[config.mk]
export PLATFORM = sky130hd
export DESIGN_NAME = rtg_timing
export DESIGN_NICKNAME = d
export VERILOG_FILES = /design/src/source/rtg_pkg.sv /design/src/source/rtg_timing.sv
export SDC_FILE = /design/constraint.sdc
export NUM_CORES = 1
export LEC_CHECK = 0
export ABC_AREA = 1
export BUFFER_PORTS_ARGS = -buffer_cell sky130_fd_sc_hd__buf_4
export CAP_MARGIN = 20
export CORE_MARGIN = 10
export CORE_UTILIZATION = 40
export DETAILED_ROUTE_END_ITERATION = 8
export SETUP_SLACK_MARGIN = 0.2
export SLEW_MARGIN = 5
export SYNTH_ARGS = -nofsm -noshare
export SYNTH_HDL_FRONTEND = slang
export SYNTH_SLANG_ARGS = --single-unit
[constraint.sdc]
create_clock -name CLK_114 -period 2.5 [get_ports CLK_114]
set_clock_uncertainty 0.1 [all_clocks]
set_input_delay 0.25 -clock CLK_114 [delete_from_list [all_inputs] [get_ports CLK_114]]
set_output_delay 0.25 -clock CLK_114 [all_outputs]
set_load 0.1 [all_outputs]
[src/source/rtg_pkg.sv]
/*
 * RTG video output stage shared types
 * Width types for pixel words, colour channels and timing controls
 */
`default_nettype none

package rtg_pkg;

	////////////////////////////////////////////////////////////
	// Datapath widths
	////////////////////////////////////////////////////////////

	typedef logic [15:0] rtg_word_t;	// Pixel word, 5-5-5 or two CLUT indices
	typedef logic [7:0]  color_t;		// One output colour channel
	typedef logic [7:0]  clut_idx_t;	// Colour table index

	////////////////////////////////////////////////////////////
	// Timing controls
	////////////////////////////////////////////////////////////

	typedef logic [3:0]  pixel_width_t;	// Clocks per fetch minus one
	typedef logic [6:0]  vbend_t;		// Hsync edges in held vblank

endpackage : rtg_pkg

`default_nettype wire

[src/source/rtg_timing.sv]
/*
 * RTG timing control
 * Fetch cadence, CLUT byte phase, held vblank and pixel strobes
 */
`timescale 1ns/100ps
`default_nettype none

module rtg_timing import rtg_pkg::*; (
	input  logic         CLK_114,
	input  logic         rst_n,
	input  logic         rtg_ena,
	input  logic         rtg_clut,
	input  logic         rtg_ext,
	input  logic         lowres,
	input  pixel_width_t pixel_width,
	input  vbend_t       vbend,
	input  logic         hblank,
	input  logic         vblank,
	input  logic         hsync,
	output logic         fetch,
	output logic         clut_lo_sel,
	output logic         blank_d2,
	output logic         vga_pixel
);

	typedef enum logic [1:0] {VB_OPEN, VB_HOLD, VB_COUNT} vb_state_t;

	vb_state_t    vb_state;
	vbend_t       vb_cnt;		// Hsync edges since vblank fell
	logic         hsync_d;
	logic         blank;
	logic         blank_d;
	pixel_width_t pix_ctr;		// Compared against pixel_width
	logic [2:0]   fetch_d;		// Fetch delay line, matches colour path
	logic [2:0]   sel_d;		// Byte phase delay line
	logic [2:0]   chip_ctr;
	logic         rtg_stb;

	////////////////////////////////////////////////////////////
	// Fetch cadence and CLUT byte phase
	////////////////////////////////////////////////////////////

	assign blank = hblank | (vb_state != VB_OPEN);
	// Extended line takes one extra fetch in the first blanked clock
	assign fetch = rtg_ena && (!blank || (!blank_d && rtg_ext)) && (pix_ctr == pixel_width);

	always_ff @(posedge CLK_114) begin
		if (!rst_n) begin
			pix_ctr     <= '0;
			clut_lo_sel <= 1'b0;
			blank_d     <= 1'b1;
			blank_d2    <= 1'b1;
		end else begin
			blank_d  <= blank;
			blank_d2 <= blank_d;		// To mixer source select
			if (blank || fetch) begin
				pix_ctr     <= '0;	// Restart per pixel
				clut_lo_sel <= 1'b0;	// Back to high byte
			end else begin
				pix_ctr <= pix_ctr + 4'd1;
				if (pix_ctr == (pixel_width >> 1))
					clut_lo_sel <= 1'b1;	// Second index half way
			end
		end
	end

	////////////////////////////////////////////////////////////
	// Held vertical blank
	////////////////////////////////////////////////////////////

	always_ff @(posedge CLK_114) begin
		if (!rst_n) begin
			vb_state <= VB_OPEN;
			vb_cnt   <= '0;
			hsync_d  <= 1'b0;
		end else begin
			hsync_d <= hsync;
			if (vblank) begin
				vb_state <= VB_HOLD;		// Hold and clear count
				vb_cnt   <= '0;
			end else begin
				case (vb_state)
					VB_HOLD:  vb_state <= VB_COUNT;
					VB_COUNT: begin
						if (vb_cnt == vbend)
							vb_state <= VB_OPEN;	// Release blank
						else if (hsync && !hsync_d)
							vb_cnt <= vb_cnt + 7'd1;	// Rising edge only
					end
					default:  vb_state <= VB_OPEN;
				endcase
			end
		end
	end

	////////////////////////////////////////////////////////////
	// Pixel strobes
	////////////////////////////////////////////////////////////

	always_ff @(posedge CLK_114) begin
		if (!rst_n) begin
			fetch_d  <= '0;
			sel_d    <= '0;
			chip_ctr <= 3'd1;		// Keeps strobe low out of reset
		end else begin
			fetch_d  <= {fetch_d[1:0], fetch};
			sel_d    <= {sel_d[1:0], clut_lo_sel};
			chip_ctr <= lowres ? {chip_ctr[2:1], 1'b0} + 3'd2 : chip_ctr + 3'd1;
		end
	end

	// Strobe lands in the cycle the new colour reaches the outputs
	// Table read adds one clock in CLUT mode
	assign rtg_stb   = rtg_clut ? (fetch_d[2] | (sel_d[1] & !sel_d[2])) : fetch_d[1];
	assign vga_pixel = rtg_ena ? rtg_stb : (chip_ctr == 3'd0);

endmodule : rtg_timing

`default_nettype wire

==> metrics.md <==
| Metric | Value |
|---|---|
| Vias in the first global route | `1108` |
| DRT antenna net count | `0` |
| Power density cells | `514 nW/um2` |
| RSZ-0062 raised after global routing | `false` |
| Root Buffer | `clkbuf_4` |
| CP arrival | `1.67 ns` |
| Kind of critical path | `reg -> out` |
| Chip Width | `77.6 um` |
| CP Cell Sequence | `inv_1, nand2_1, nand4_1, or2_2, inv_1, buf_4` |
| Final setup fails | `0` |
| Site row count | `20` |
| Rel. slew slack | `0.646` |
| DRT iter0 DRCs | `63` |
| Setup_tns | `0 ns` |
| CP top delay family | `simple AND/OR/NAND/NOR gates` |
| Worst setup margin | `0.484 ns` |
| Max_cap viols | `0` |
| Avg Vias per Cell | `4.46` |
| Worst setup path start | `pix_ctr[1]` |
| Syn_area_per_cell | `6.81 um2` |
| Startpoint Class | `flop` |
| Starting Density | `0.428` |
| Worst reg2reg path endpoint | `vb_cnt[6]` |
| DP HPWL | `2.15 mm` |
| TritonCTS clock tree | `yes` |
| Final Hold Fails | `0` |
| Routed vias | `1181` |
| Syn Inst Count | `195` |
| GRT overflow | `0` |
| DRC | `0` |
| CP endpoint | `fetch` |
| Die ar. | `6020 um2` |
| Synth area leader | `dfxtp_1` |
| Post-synthesis register bit count | `26` |
| Worst vdd ir | `0.328 mV` |
| Required time of the critical path | `2.15 ns` |
| Synth warn | `0` |
| Max stage delay cell, worst path | `dfxtp_1` |
| Clock Tree Buf Depth | `2` |
| 1st-pass router iterations | `4` |
| Placed Instances | `260` |
| CTS H-Tree Depth | `1` |
| Detailed-route wire length | `2.61 mm` |
| Cell mode on critical path | `inv_1` |
| R2R setup slack | `1.03 ns` |
| Wire per inst | `9.85 um` |
| Setup crit end kind | `primary output` |
| Final Non-Filler Cells | `265` |
| Post-layout net count | `246` |
| RD Place Congestion | `0.778` |
| Initial antenna violation count | `0` |
| Share of the synthesized area in the top cell type | `0.392` |
| Leakage | `0.000799 uW` |
| Clk slew on worst S/H paths | `0.13 ns` |
| Buffers plus inverters on the worst setup path | `3` |
| I/O Pins | `24` |
| Synth Cell Area | `1330 um2` |
| Top cells by area, synth | `dfxtp_1 (39%), nand2_1 (14%), inv_1 (12%)` |
| Max-slew violation count | `0` |
| Crit Path Max Fanout | `4` |
| Worst Hold Class | `in -> reg` |
| Status | `finished clean` |
| Sequential element share of the synthesized area | `0.392` |
| Layout Area Growth over Synthesis | `21.2%` |
| Min Tclk post-route | `2.02 ns` |
| # clock sinks | `26` |
| Critical path depth | `6` |
| Worst-Margin Slew | `0.529 ns` |
| Fillers | `335` |
| Fin util | `0.519` |
| # diodes | `0` |
| Distinct cell type count after synthesis | `26` |
| Skew-Pair Late Insertion Delay | `0.32 ns` |
| Fmax | `0.496 GHz` |
| First-pass GRT wire length | `4.49 mm` |
| CP max stage delay | `0.41 ns` |
| Period utilization | `0.806` |
| Die Ht | `77.6 um` |
| Core area | `3100 um2` |
| Reg-to-Reg Start | `vb_cnt[0]` |
| Largest net degree at the start of global routing | `16` |
| CTS Buf Count | `3` |
| Pre-CTS setup slack | `0.855 ns` |
| GRT Total Usage | `0.0874` |
| Buffers on Ports | `23` |
| Reg2Reg Depth | `7` |
| Layout cells sized above 1 | `0.172` |
| Syn Nets | `219` |
[worst register-to-register path, cell delays in order (launching register included)]
cell,delay (ns)
dfxtp_1,0.41
ha_1,0.19
nand3_1,0.08
nor3_1,0.32
nand3_4,0.11
nand2_2,0.06
nand2_1,0.04
nor2_1,0.11
[how the worst min path moves through the flow]
stage                     from          end  slack (ns)  cells past startpoint
detailed placement    sel_d[0]     sel_d[1]        0.31                      2
floorplan                hsync      hsync_d        0.24                      2
finish                  vblank  vb_state[0]        0.02                      3
global route            vblank  vb_state[0]        0.02                      3
global placement    fetch_d[0]   fetch_d[1]        0.30                      2
CTS                     vblank  vb_state[0]       0.003                      3
[per-layer routing]
metal / part of all wire / global-route usage
met1: 0.44 / 0.0976
met2: 0.49 / 0.148
met3: 0.045 / 0.0230
met4: 0.018 / 0.0474
met5: 0 / 0
[placed cells by master, fill, tap and decap left out, drive strengths merged]
cell type	count
nand3	9
xor2	2
nand4	5
a211oi	1
o2111ai	1
ha	4
a21boi	1
nand2	53
xnor2	5
o22ai	1
nor3	2
dlygate4sd3	1
dfxtp	26
or2	2
inv	43
nor2	26
bufinv	1
clkbuf	3
o21ai	6
a31oi	1
buf	24
a21oi	4
[repair_timing]
| action | 4_1_cts | 5_1_grt |
|---|---|---|
| hold buffers | 1 | 0 |
| setup buffers | 0 | 0 |
| endpoints found under the hold margin | 1 | 0 |
| gates resized for setup | 0 | 0 |
[Yosys cell counts]
cell type / n
a21boi_0: 1
clkbuf_4: 1
or2_2: 2
a31oi_1: 1
nand3_4: 1
a21oi_1: 4
xor2_1: 2
ha_1: 4
nand4_1: 5
nor2_1: 25
nor3_1: 2
clkbuf_1: 1
o2111ai_1: 1
o22ai_1: 1
nand3_1: 6
dfxtp_1: 26
o21ai_0: 6
inv_2: 1
xnor2_1: 5
nand3_2: 2
buf_6: 1
nor2_2: 1
inv_1: 42
nand2_1: 51
a211oi_1: 1
nand2_2: 2
[cell type report]
type / instances / area, um2 / area share
multi-input combinational: 123 / 629 / 0.391
sequential: 26 / 520 / 0.323
timing repair buffer: 25 / 190 / 0.118
inverter: 43 / 161 / 0.100
tap: 44 / 55.1 / 0.0342
clock inverter: 1 / 30.0 / 0.0187
clock buffer: 3 / 22.5 / 0.0140
[metrics by stage]
stage / power (uW) / hold slack [ns] / cell area, um2
after floorplan: 508 / 0.243 / 1330
after global placement: 547 / 0.300 / 1550
after detailed placement: 550 / 0.306 / 1550
after CTS: 842 / 0.00269 / 1610
after global routing: 876 / 0.0188 / 1610
final: 828 / 0.0190 / 1610
[power by group]
group | internal (uW) | leakage [uW] | switching, uW
clock network | 162 | 0.0000279 | 124
registers | 425 | 0.000212 | 6.46
logic | 46.1 | 0.000560 | 63.6
total | 633 | 0.000799 | 194
[flip-flops by register name, summed over array words and instances, names as in the netlist, 2 cells and up]
register and count:
chip_ctr 3, fetch_d 3, pix_ctr 4, sel_d 3, vb_cnt 7, vb_state 2
[kinds of logic (layout without fill, tap and decap cells)]
logic type	Yosys count	in the layout	synth area share
xor+xnor	7	7	0.0462
flops	26	26	0.392
buf+inv	46	72	0.139
fa+ha+maj	4	4	0.0377
simple gates	97	97	0.320
compound gates	15	15	0.0650
No activity file was read; power rests on OpenSTA's default activity.
