===== config.mk =====
export PLATFORM = sky130hd
export DESIGN_NAME = rtg_word_fifo
export DESIGN_NICKNAME = d
export VERILOG_FILES = /design/src/source/rtg_pkg.sv /design/src/source/rtg_word_fifo.sv
export SDC_FILE = /design/constraint.sdc
export NUM_CORES = 1
export LEC_CHECK = 0
export BUFFER_PORTS_ARGS = -buffer_cell sky130_fd_sc_hd__buf_2
export CORE_MARGIN = 4
export CORE_UTILIZATION = 50
export DETAILED_ROUTE_END_ITERATION = 6
export PLACE_DENSITY_LB_ADDON = 0.3
export SKIP_CTS_REPAIR_TIMING = 1
export SYNTH_ARGS = -nofsm -noshare
export SYNTH_HDL_FRONTEND = slang
export SYNTH_SLANG_ARGS = --single-unit

===== constraint.sdc =====
create_clock -name CLK_114 -period 4.7 [get_ports CLK_114]
set_clock_uncertainty 0.2 [all_clocks]
set_input_delay 0.235 -clock CLK_114 [delete_from_list [all_inputs] [get_ports CLK_114]]
set_output_delay 0.235 -clock CLK_114 [all_outputs]
set_load 0.01 [all_outputs]

===== src/source/rtg_pkg.sv =====
/*
 * RTG video output stage shared types
 * Width types for pixel words, colour channels and timing controls
 */
`default_nettype none

package rtg_pkg;

	////////////////////////////////////////////////////////////
	// Datapath widths
	////////////////////////////////////////////////////////////

	typedef logic [15:0] rtg_word_t;	// Pixel word, 5-5-5 or two CLUT indices
	typedef logic [7:0]  color_t;		// One output colour channel
	typedef logic [7:0]  clut_idx_t;	// Colour table index

	////////////////////////////////////////////////////////////
	// Timing controls
	////////////////////////////////////////////////////////////

	typedef logic [3:0]  pixel_width_t;	// Clocks per fetch minus one
	typedef logic [6:0]  vbend_t;		// Hsync edges in held vblank

endpackage : rtg_pkg

`default_nettype wire


===== src/source/rtg_word_fifo.sv =====
/*
 * RTG pixel word FIFO
 * Show-ahead circular buffer, strobe written, popped by fetch
 */
`timescale 1ns/100ps
`default_nettype none

module rtg_word_fifo import rtg_pkg::*; #(
	parameter int FIFO_DEPTH = 16		// Power of two, at least 4
) (
	input  logic      CLK_114,
	input  logic      rst_n,
	input  logic      rtg_ena,
	input  logic      word_stb,
	input  rtg_word_t word_data,
	input  logic      fetch,
	output rtg_word_t fifo_q,
	output logic      fifo_low
);

	localparam int AW = $clog2(FIFO_DEPTH);
	localparam int LW = AW + 1;			// Extra bit tells full from empty

	rtg_word_t        mem [FIFO_DEPTH];
	logic [LW-1:0]    wr_ptr;
	logic [LW-1:0]    rd_ptr;
	logic [LW-1:0]    level;
	logic             full;
	logic             empty;

	assign level    = wr_ptr - rd_ptr;
	assign full     = (level == LW'(FIFO_DEPTH));
	assign empty    = (level == '0);
	assign fifo_low = (level < LW'(FIFO_DEPTH / 2));	// Refill request to writer
	assign fifo_q   = mem[rd_ptr[AW-1:0]];			// Head word, show-ahead

	always_ff @(posedge CLK_114) begin
		if (word_stb && !full)
			mem[wr_ptr[AW-1:0]] <= word_data;
	end

	always_ff @(posedge CLK_114) begin
		if (!rst_n || !rtg_ena) begin
			wr_ptr <= '0;			// Flush while RTG is off
			rd_ptr <= '0;
		end else begin
			if (word_stb && !full)
				wr_ptr <= wr_ptr + LW'(1);	// Full drops the word
			if (fetch && !empty)
				rd_ptr <= rd_ptr + LW'(1);	// Pop on empty is ignored
		end
	end

endmodule : rtg_word_fifo

`default_nettype wire


==> metrics.txt <==
# TYPE chip_impl_metric gauge
chip_impl_metric{name="worst-r2r-cell-count",unit=""} 9
chip_impl_metric{name="seq_area_frac_synth",unit=""} 0.761
chip_impl_metric{name="tritoncts.num_buffers",unit=""} 27
chip_impl_info{name="reg2reg_end",value="mem[2][9]$_DFFE_PP_"} 1
chip_impl_info{name="commonest_non_fill_non_tap_cell_in_the_layout",value="edfxtp_1"} 1
chip_impl_metric{name="total_iterations_of_the_first_detailed_routing_run",unit=""} 4
chip_impl_metric{name="number_of_synthesized_flops_with_an_enable_pin",unit=""} 256
chip_impl_metric{name="count_of_vias_placed_by_the_detailed_router",unit=""} 4836
chip_impl_metric{name="reg2reg_setup_slack",unit="ps"} 1230
chip_impl_info{name="critical_path.reg2reg.startpoint",value="wr_ptr[2]$_SDFFE_PP0P_"} 1
chip_impl_metric{name="static-leakage-power",unit="nW"} 3.86
chip_impl_metric{name="asyncSetResetFlopFracSynth",unit=""} 0
chip_impl_metric{name="drc_errors",unit=""} 0
chip_impl_metric{name="routed_via_density",unit=""} 5.79
chip_impl_metric{name="routed_wirelength",unit="mm"} 20.2
chip_impl_metric{name="drt_iter0_markers",unit=""} 422
chip_impl_metric{name="grt_first_pass_wirelength",unit="mm"} 31.3
chip_impl_metric{name="critical_path_fanouts_max",unit=""} 11
chip_impl_info{name="type_of_the_most_critical_hold_path",value="in2reg"} 1
chip_impl_info{name="run_status",value="finished, violations left"} 1
chip_impl_info{name="timing.critical_path.from_type",value="flop"} 1
chip_impl_metric{name="fin_crit_sh",unit=""} 0.738
chip_impl_info{name="hold_startpoint",value="word_stb"} 1
chip_impl_metric{name="num_antenna_cells",unit=""} 0
chip_impl_metric{name="worstSkewPairLatency",unit="ps"} 520
chip_impl_metric{name="irDropWorstVdd",unit="uV"} 246
chip_impl_metric{name="grt_overflow",unit=""} 0
chip_impl_info{name="top_library_cells_by_usage_in_the_layout_fill_and_taps_aside",value="edfxtp_1 (256), mux4_2 (80), buf_2 (37)"} 1
chip_impl_metric{name="timing.fmax",unit="GHz"} 0.288
chip_impl_metric{name="finalHoldViolations",unit=""} 1
chip_impl_metric{name="synth.cell_area",unit="sq um"} 10500
chip_impl_metric{name="fin_setup_tns",unit="ps"} 0
chip_impl_metric{name="area_grow_syn2layout",unit="%"} 16.1
chip_impl_info{name="timing.critical_path.slowest_stage_cell",value="nor3_2"} 1
chip_impl_metric{name="yosys_warnings",unit=""} 0
chip_impl_metric{name="grt_antenna_before_repair",unit=""} 0
chip_impl_info{name="timing.critical_path.max_delay_family",value="simple AND/OR/NAND/NOR gates"} 1
chip_impl_metric{name="core_region_area",unit="sq um"} 20400
chip_impl_metric{name="report.final.slew_viol_count",unit=""} 0
chip_impl_metric{name="rd_place_congestion",unit=""} 0.772
chip_impl_metric{name="synth.ff_latch_count",unit=""} 270
chip_impl_metric{name="via_count_of_the_first_global_routing_pass",unit=""} 5095
chip_impl_metric{name="ratio_of_cells_with_drive_above_1_in_the_final_layout",unit=""} 0.338
chip_impl_metric{name="clk_pin_slew",unit="ps"} 60
chip_impl_info{name="cp_cell_sequence",value="ha_1 -> or2_2 -> o2111ai_1 -> o31ai_1 -> a21oi_1 -> buf_4 -> nand2_1 -> nor3_2 -> buf_4"} 1
chip_impl_metric{name="worst-slew-pin-transition",unit="ps"} 1060
chip_impl_metric{name="synth_nets",unit=""} 496
chip_impl_metric{name="port-buffer-count",unit=""} 37
chip_impl_metric{name="maximum_number_of_pins_on_one_net_before_global_route_repair",unit=""} 65
chip_impl_metric{name="postSynthCellCount",unit=""} 466
chip_impl_metric{name="cts.sinks",unit=""} 270
chip_impl_info{name="ys.flop_type",value="edfxtp_1"} 1
chip_impl_info{name="clk_tree_root_cell",value="clkbuf_16"} 1
chip_impl_metric{name="netlist-cell-type-count",unit=""} 31
chip_impl_metric{name="setup_viol",unit=""} 0
chip_impl_metric{name="dp.final_hpwl",unit="mm"} 11.8
chip_impl_metric{name="min_delay_path_depth",unit=""} 5
chip_impl_info{name="end_kind",value="flop"} 1
chip_impl_metric{name="wl_per_cell",unit="um"} 24.2
chip_impl_info{name="tritoncts",value="yes"} 1
chip_impl_metric{name="initial_core_util",unit=""} 0.513
chip_impl_metric{name="hold_slack",unit="ps"} -21.1
chip_impl_info{name="min_to",value="wr_ptr[3]$_SDFFE_PP0P_"} 1
chip_impl_info{name="grt_setup_unrepaired",value="no"} 1
chip_impl_metric{name="critPathBufInv",unit=""} 2
chip_impl_metric{name="timing.critical_path.slowest_cell_delay",unit="ps"} 630
chip_impl_metric{name="track_usage",unit=""} 0.176
chip_impl_metric{name="die_h",unit="um"} 153
chip_impl_metric{name="max_buffers_root_to_sink",unit=""} 3
chip_impl_metric{name="htree_num_levels",unit=""} 1
chip_impl_metric{name="period_needed",unit="ps"} 3470
chip_impl_metric{name="avg_cell_area_syn",unit="sq um"} 22.5
chip_impl_metric{name="cell_rows",unit=""} 52
chip_impl_metric{name="power.density",unit="nW/um^2"} 415
chip_impl_metric{name="pin_count",unit=""} 38
chip_impl_info{name="critPathKind",value="reg2reg"} 1
chip_impl_metric{name="fp.dieArea",unit="sq um"} 23300
chip_impl_metric{name="max_cap_viol_count",unit=""} 0
chip_impl_info{name="failed_checks",value="negative hold slack"} 1
chip_impl_metric{name="required",unit="ps"} 4700
chip_impl_metric{name="worst_slew_margin_rel",unit=""} 0.291
chip_impl_metric{name="final_antenna_net_count",unit=""} 0
chip_impl_metric{name="crit_arrival",unit="ps"} 3470
chip_impl_metric{name="layout.nets",unit=""} 575
chip_impl_info{name="cpMostUsedCell",value="buf_4"} 1
chip_impl_metric{name="floorplan.die.width",unit="um"} 153
-- layout make-up --
class	count	area, sq um
clock inverter	18	219
inverter	8	30.0
fill	1447	8260
sequential	270	7970
timing repair buffer	72	495
clock buffer	31	691
multi-input combinational	166	2420
tap	270	338
-- cells by family (layout without fill, tap and decap cells) --
logic type      count (synthesis)  in the layout  share of synthesized area
xor+xnor                        8              8                    0.00669
flops                         270            270                      0.761
buf+inv                        30            129                     0.0116
simple gates                   48             48                     0.0235
mux                            82             82                      0.174
fa+ha+maj                       9              9                     0.0108
compound gates                 19             19                     0.0129
-- per-layer routing --
| layer | wire length [um] | track usage | share of wire | vias to the layer above |
|---|---|---|---|---|
| met2 | 10200 | 0.289 | 0.51 | 120 |
| met3 | 1080 | 0.0273 | 0.053 | 30 |
| met4 | 332 | 0.0365 | 0.016 | 0 |
| met1 | 8590 | 0.256 | 0.42 | 2569 |
| li1 | - | - | - | 2117 |
| met5 | 0 | 0 | 0 | - |
-- sequential cells by signal (all words and copies together), names as in the netlist, named ones only --
register  count
mem         256
rd_ptr        5
wr_ptr        5
-- metrics by stage --
stage	util	cell area, sq um	worst slack [ps]	instances	total power, W
after floorplan	-	10500	1160	466	0.00282
after CTS	0.586	12000	1120	816	0.00507
after global placement	0.542	11100	1290	767	0.00290
after detailed placement	0.542	11100	1230	767	0.00291
final	0.596	12200	1230	835	0.00505
after global routing	0.596	12200	1010	835	0.00521
-- cells in the mapped netlist (all sizes together) (4+ instances only) --
library cell	count	area (sq um)
clkbuf	13	48.8
buf	9	42.5
o21ai	4	20.0
nor2b	6	37.5
nand2	6	22.5
a21oi	8	40.0
mux4	80	1800
ha	9	113
and3	6	37.5
edfxtp	256	7690
inv	8	30.0
nor3	5	25.0
dfxtp	14	280
nor2	13	48.8
xor2	5	43.8
-- worst min-delay path, delay by kind of cell --
family	cells	cell delay [ps]
buf+inv	1	120
xor+xnor	1	130
simple gates	2	120
compound gates	1	50
-- power by group --
| group | internal [W] | switching, W | leakage (nW) |
|---|---|---|---|
| Combinational | 0.000100 | 0.000103 | 0.995 |
| Sequential | 0.00265 | 0.0000144 | 2.43 |
| Clock | 0.00133 | 0.000854 | 0.441 |
| Total | 0.00407 | 0.000971 | 3.86 |
-- worst max-delay path by stage --
stage | to | slack (ps) | cells after the start | start
after detailed placement | mem[2][2]$_DFFE_PP_ | 1230 | 9 | wr_ptr[2]$_SDFFE_PP0P_
after global routing | fifo_q[14] | 1010 | 4 | flop
after floorplan | mem[0][0]$_DFFE_PP_ | 1160 | 9 | rd_ptr[2]$_SDFFE_PP0P_
after global placement | mem[2][5]$_DFFE_PP_ | 1290 | 9 | wr_ptr[2]$_SDFFE_PP0P_
final | mem[2][9]$_DFFE_PP_ | 1230 | 9 | wr_ptr[2]$_SDFFE_PP0P_
after CTS | fifo_q[14] | 1120 | 4 | flop
Note: power is estimated with default switching activity, not from simulation.
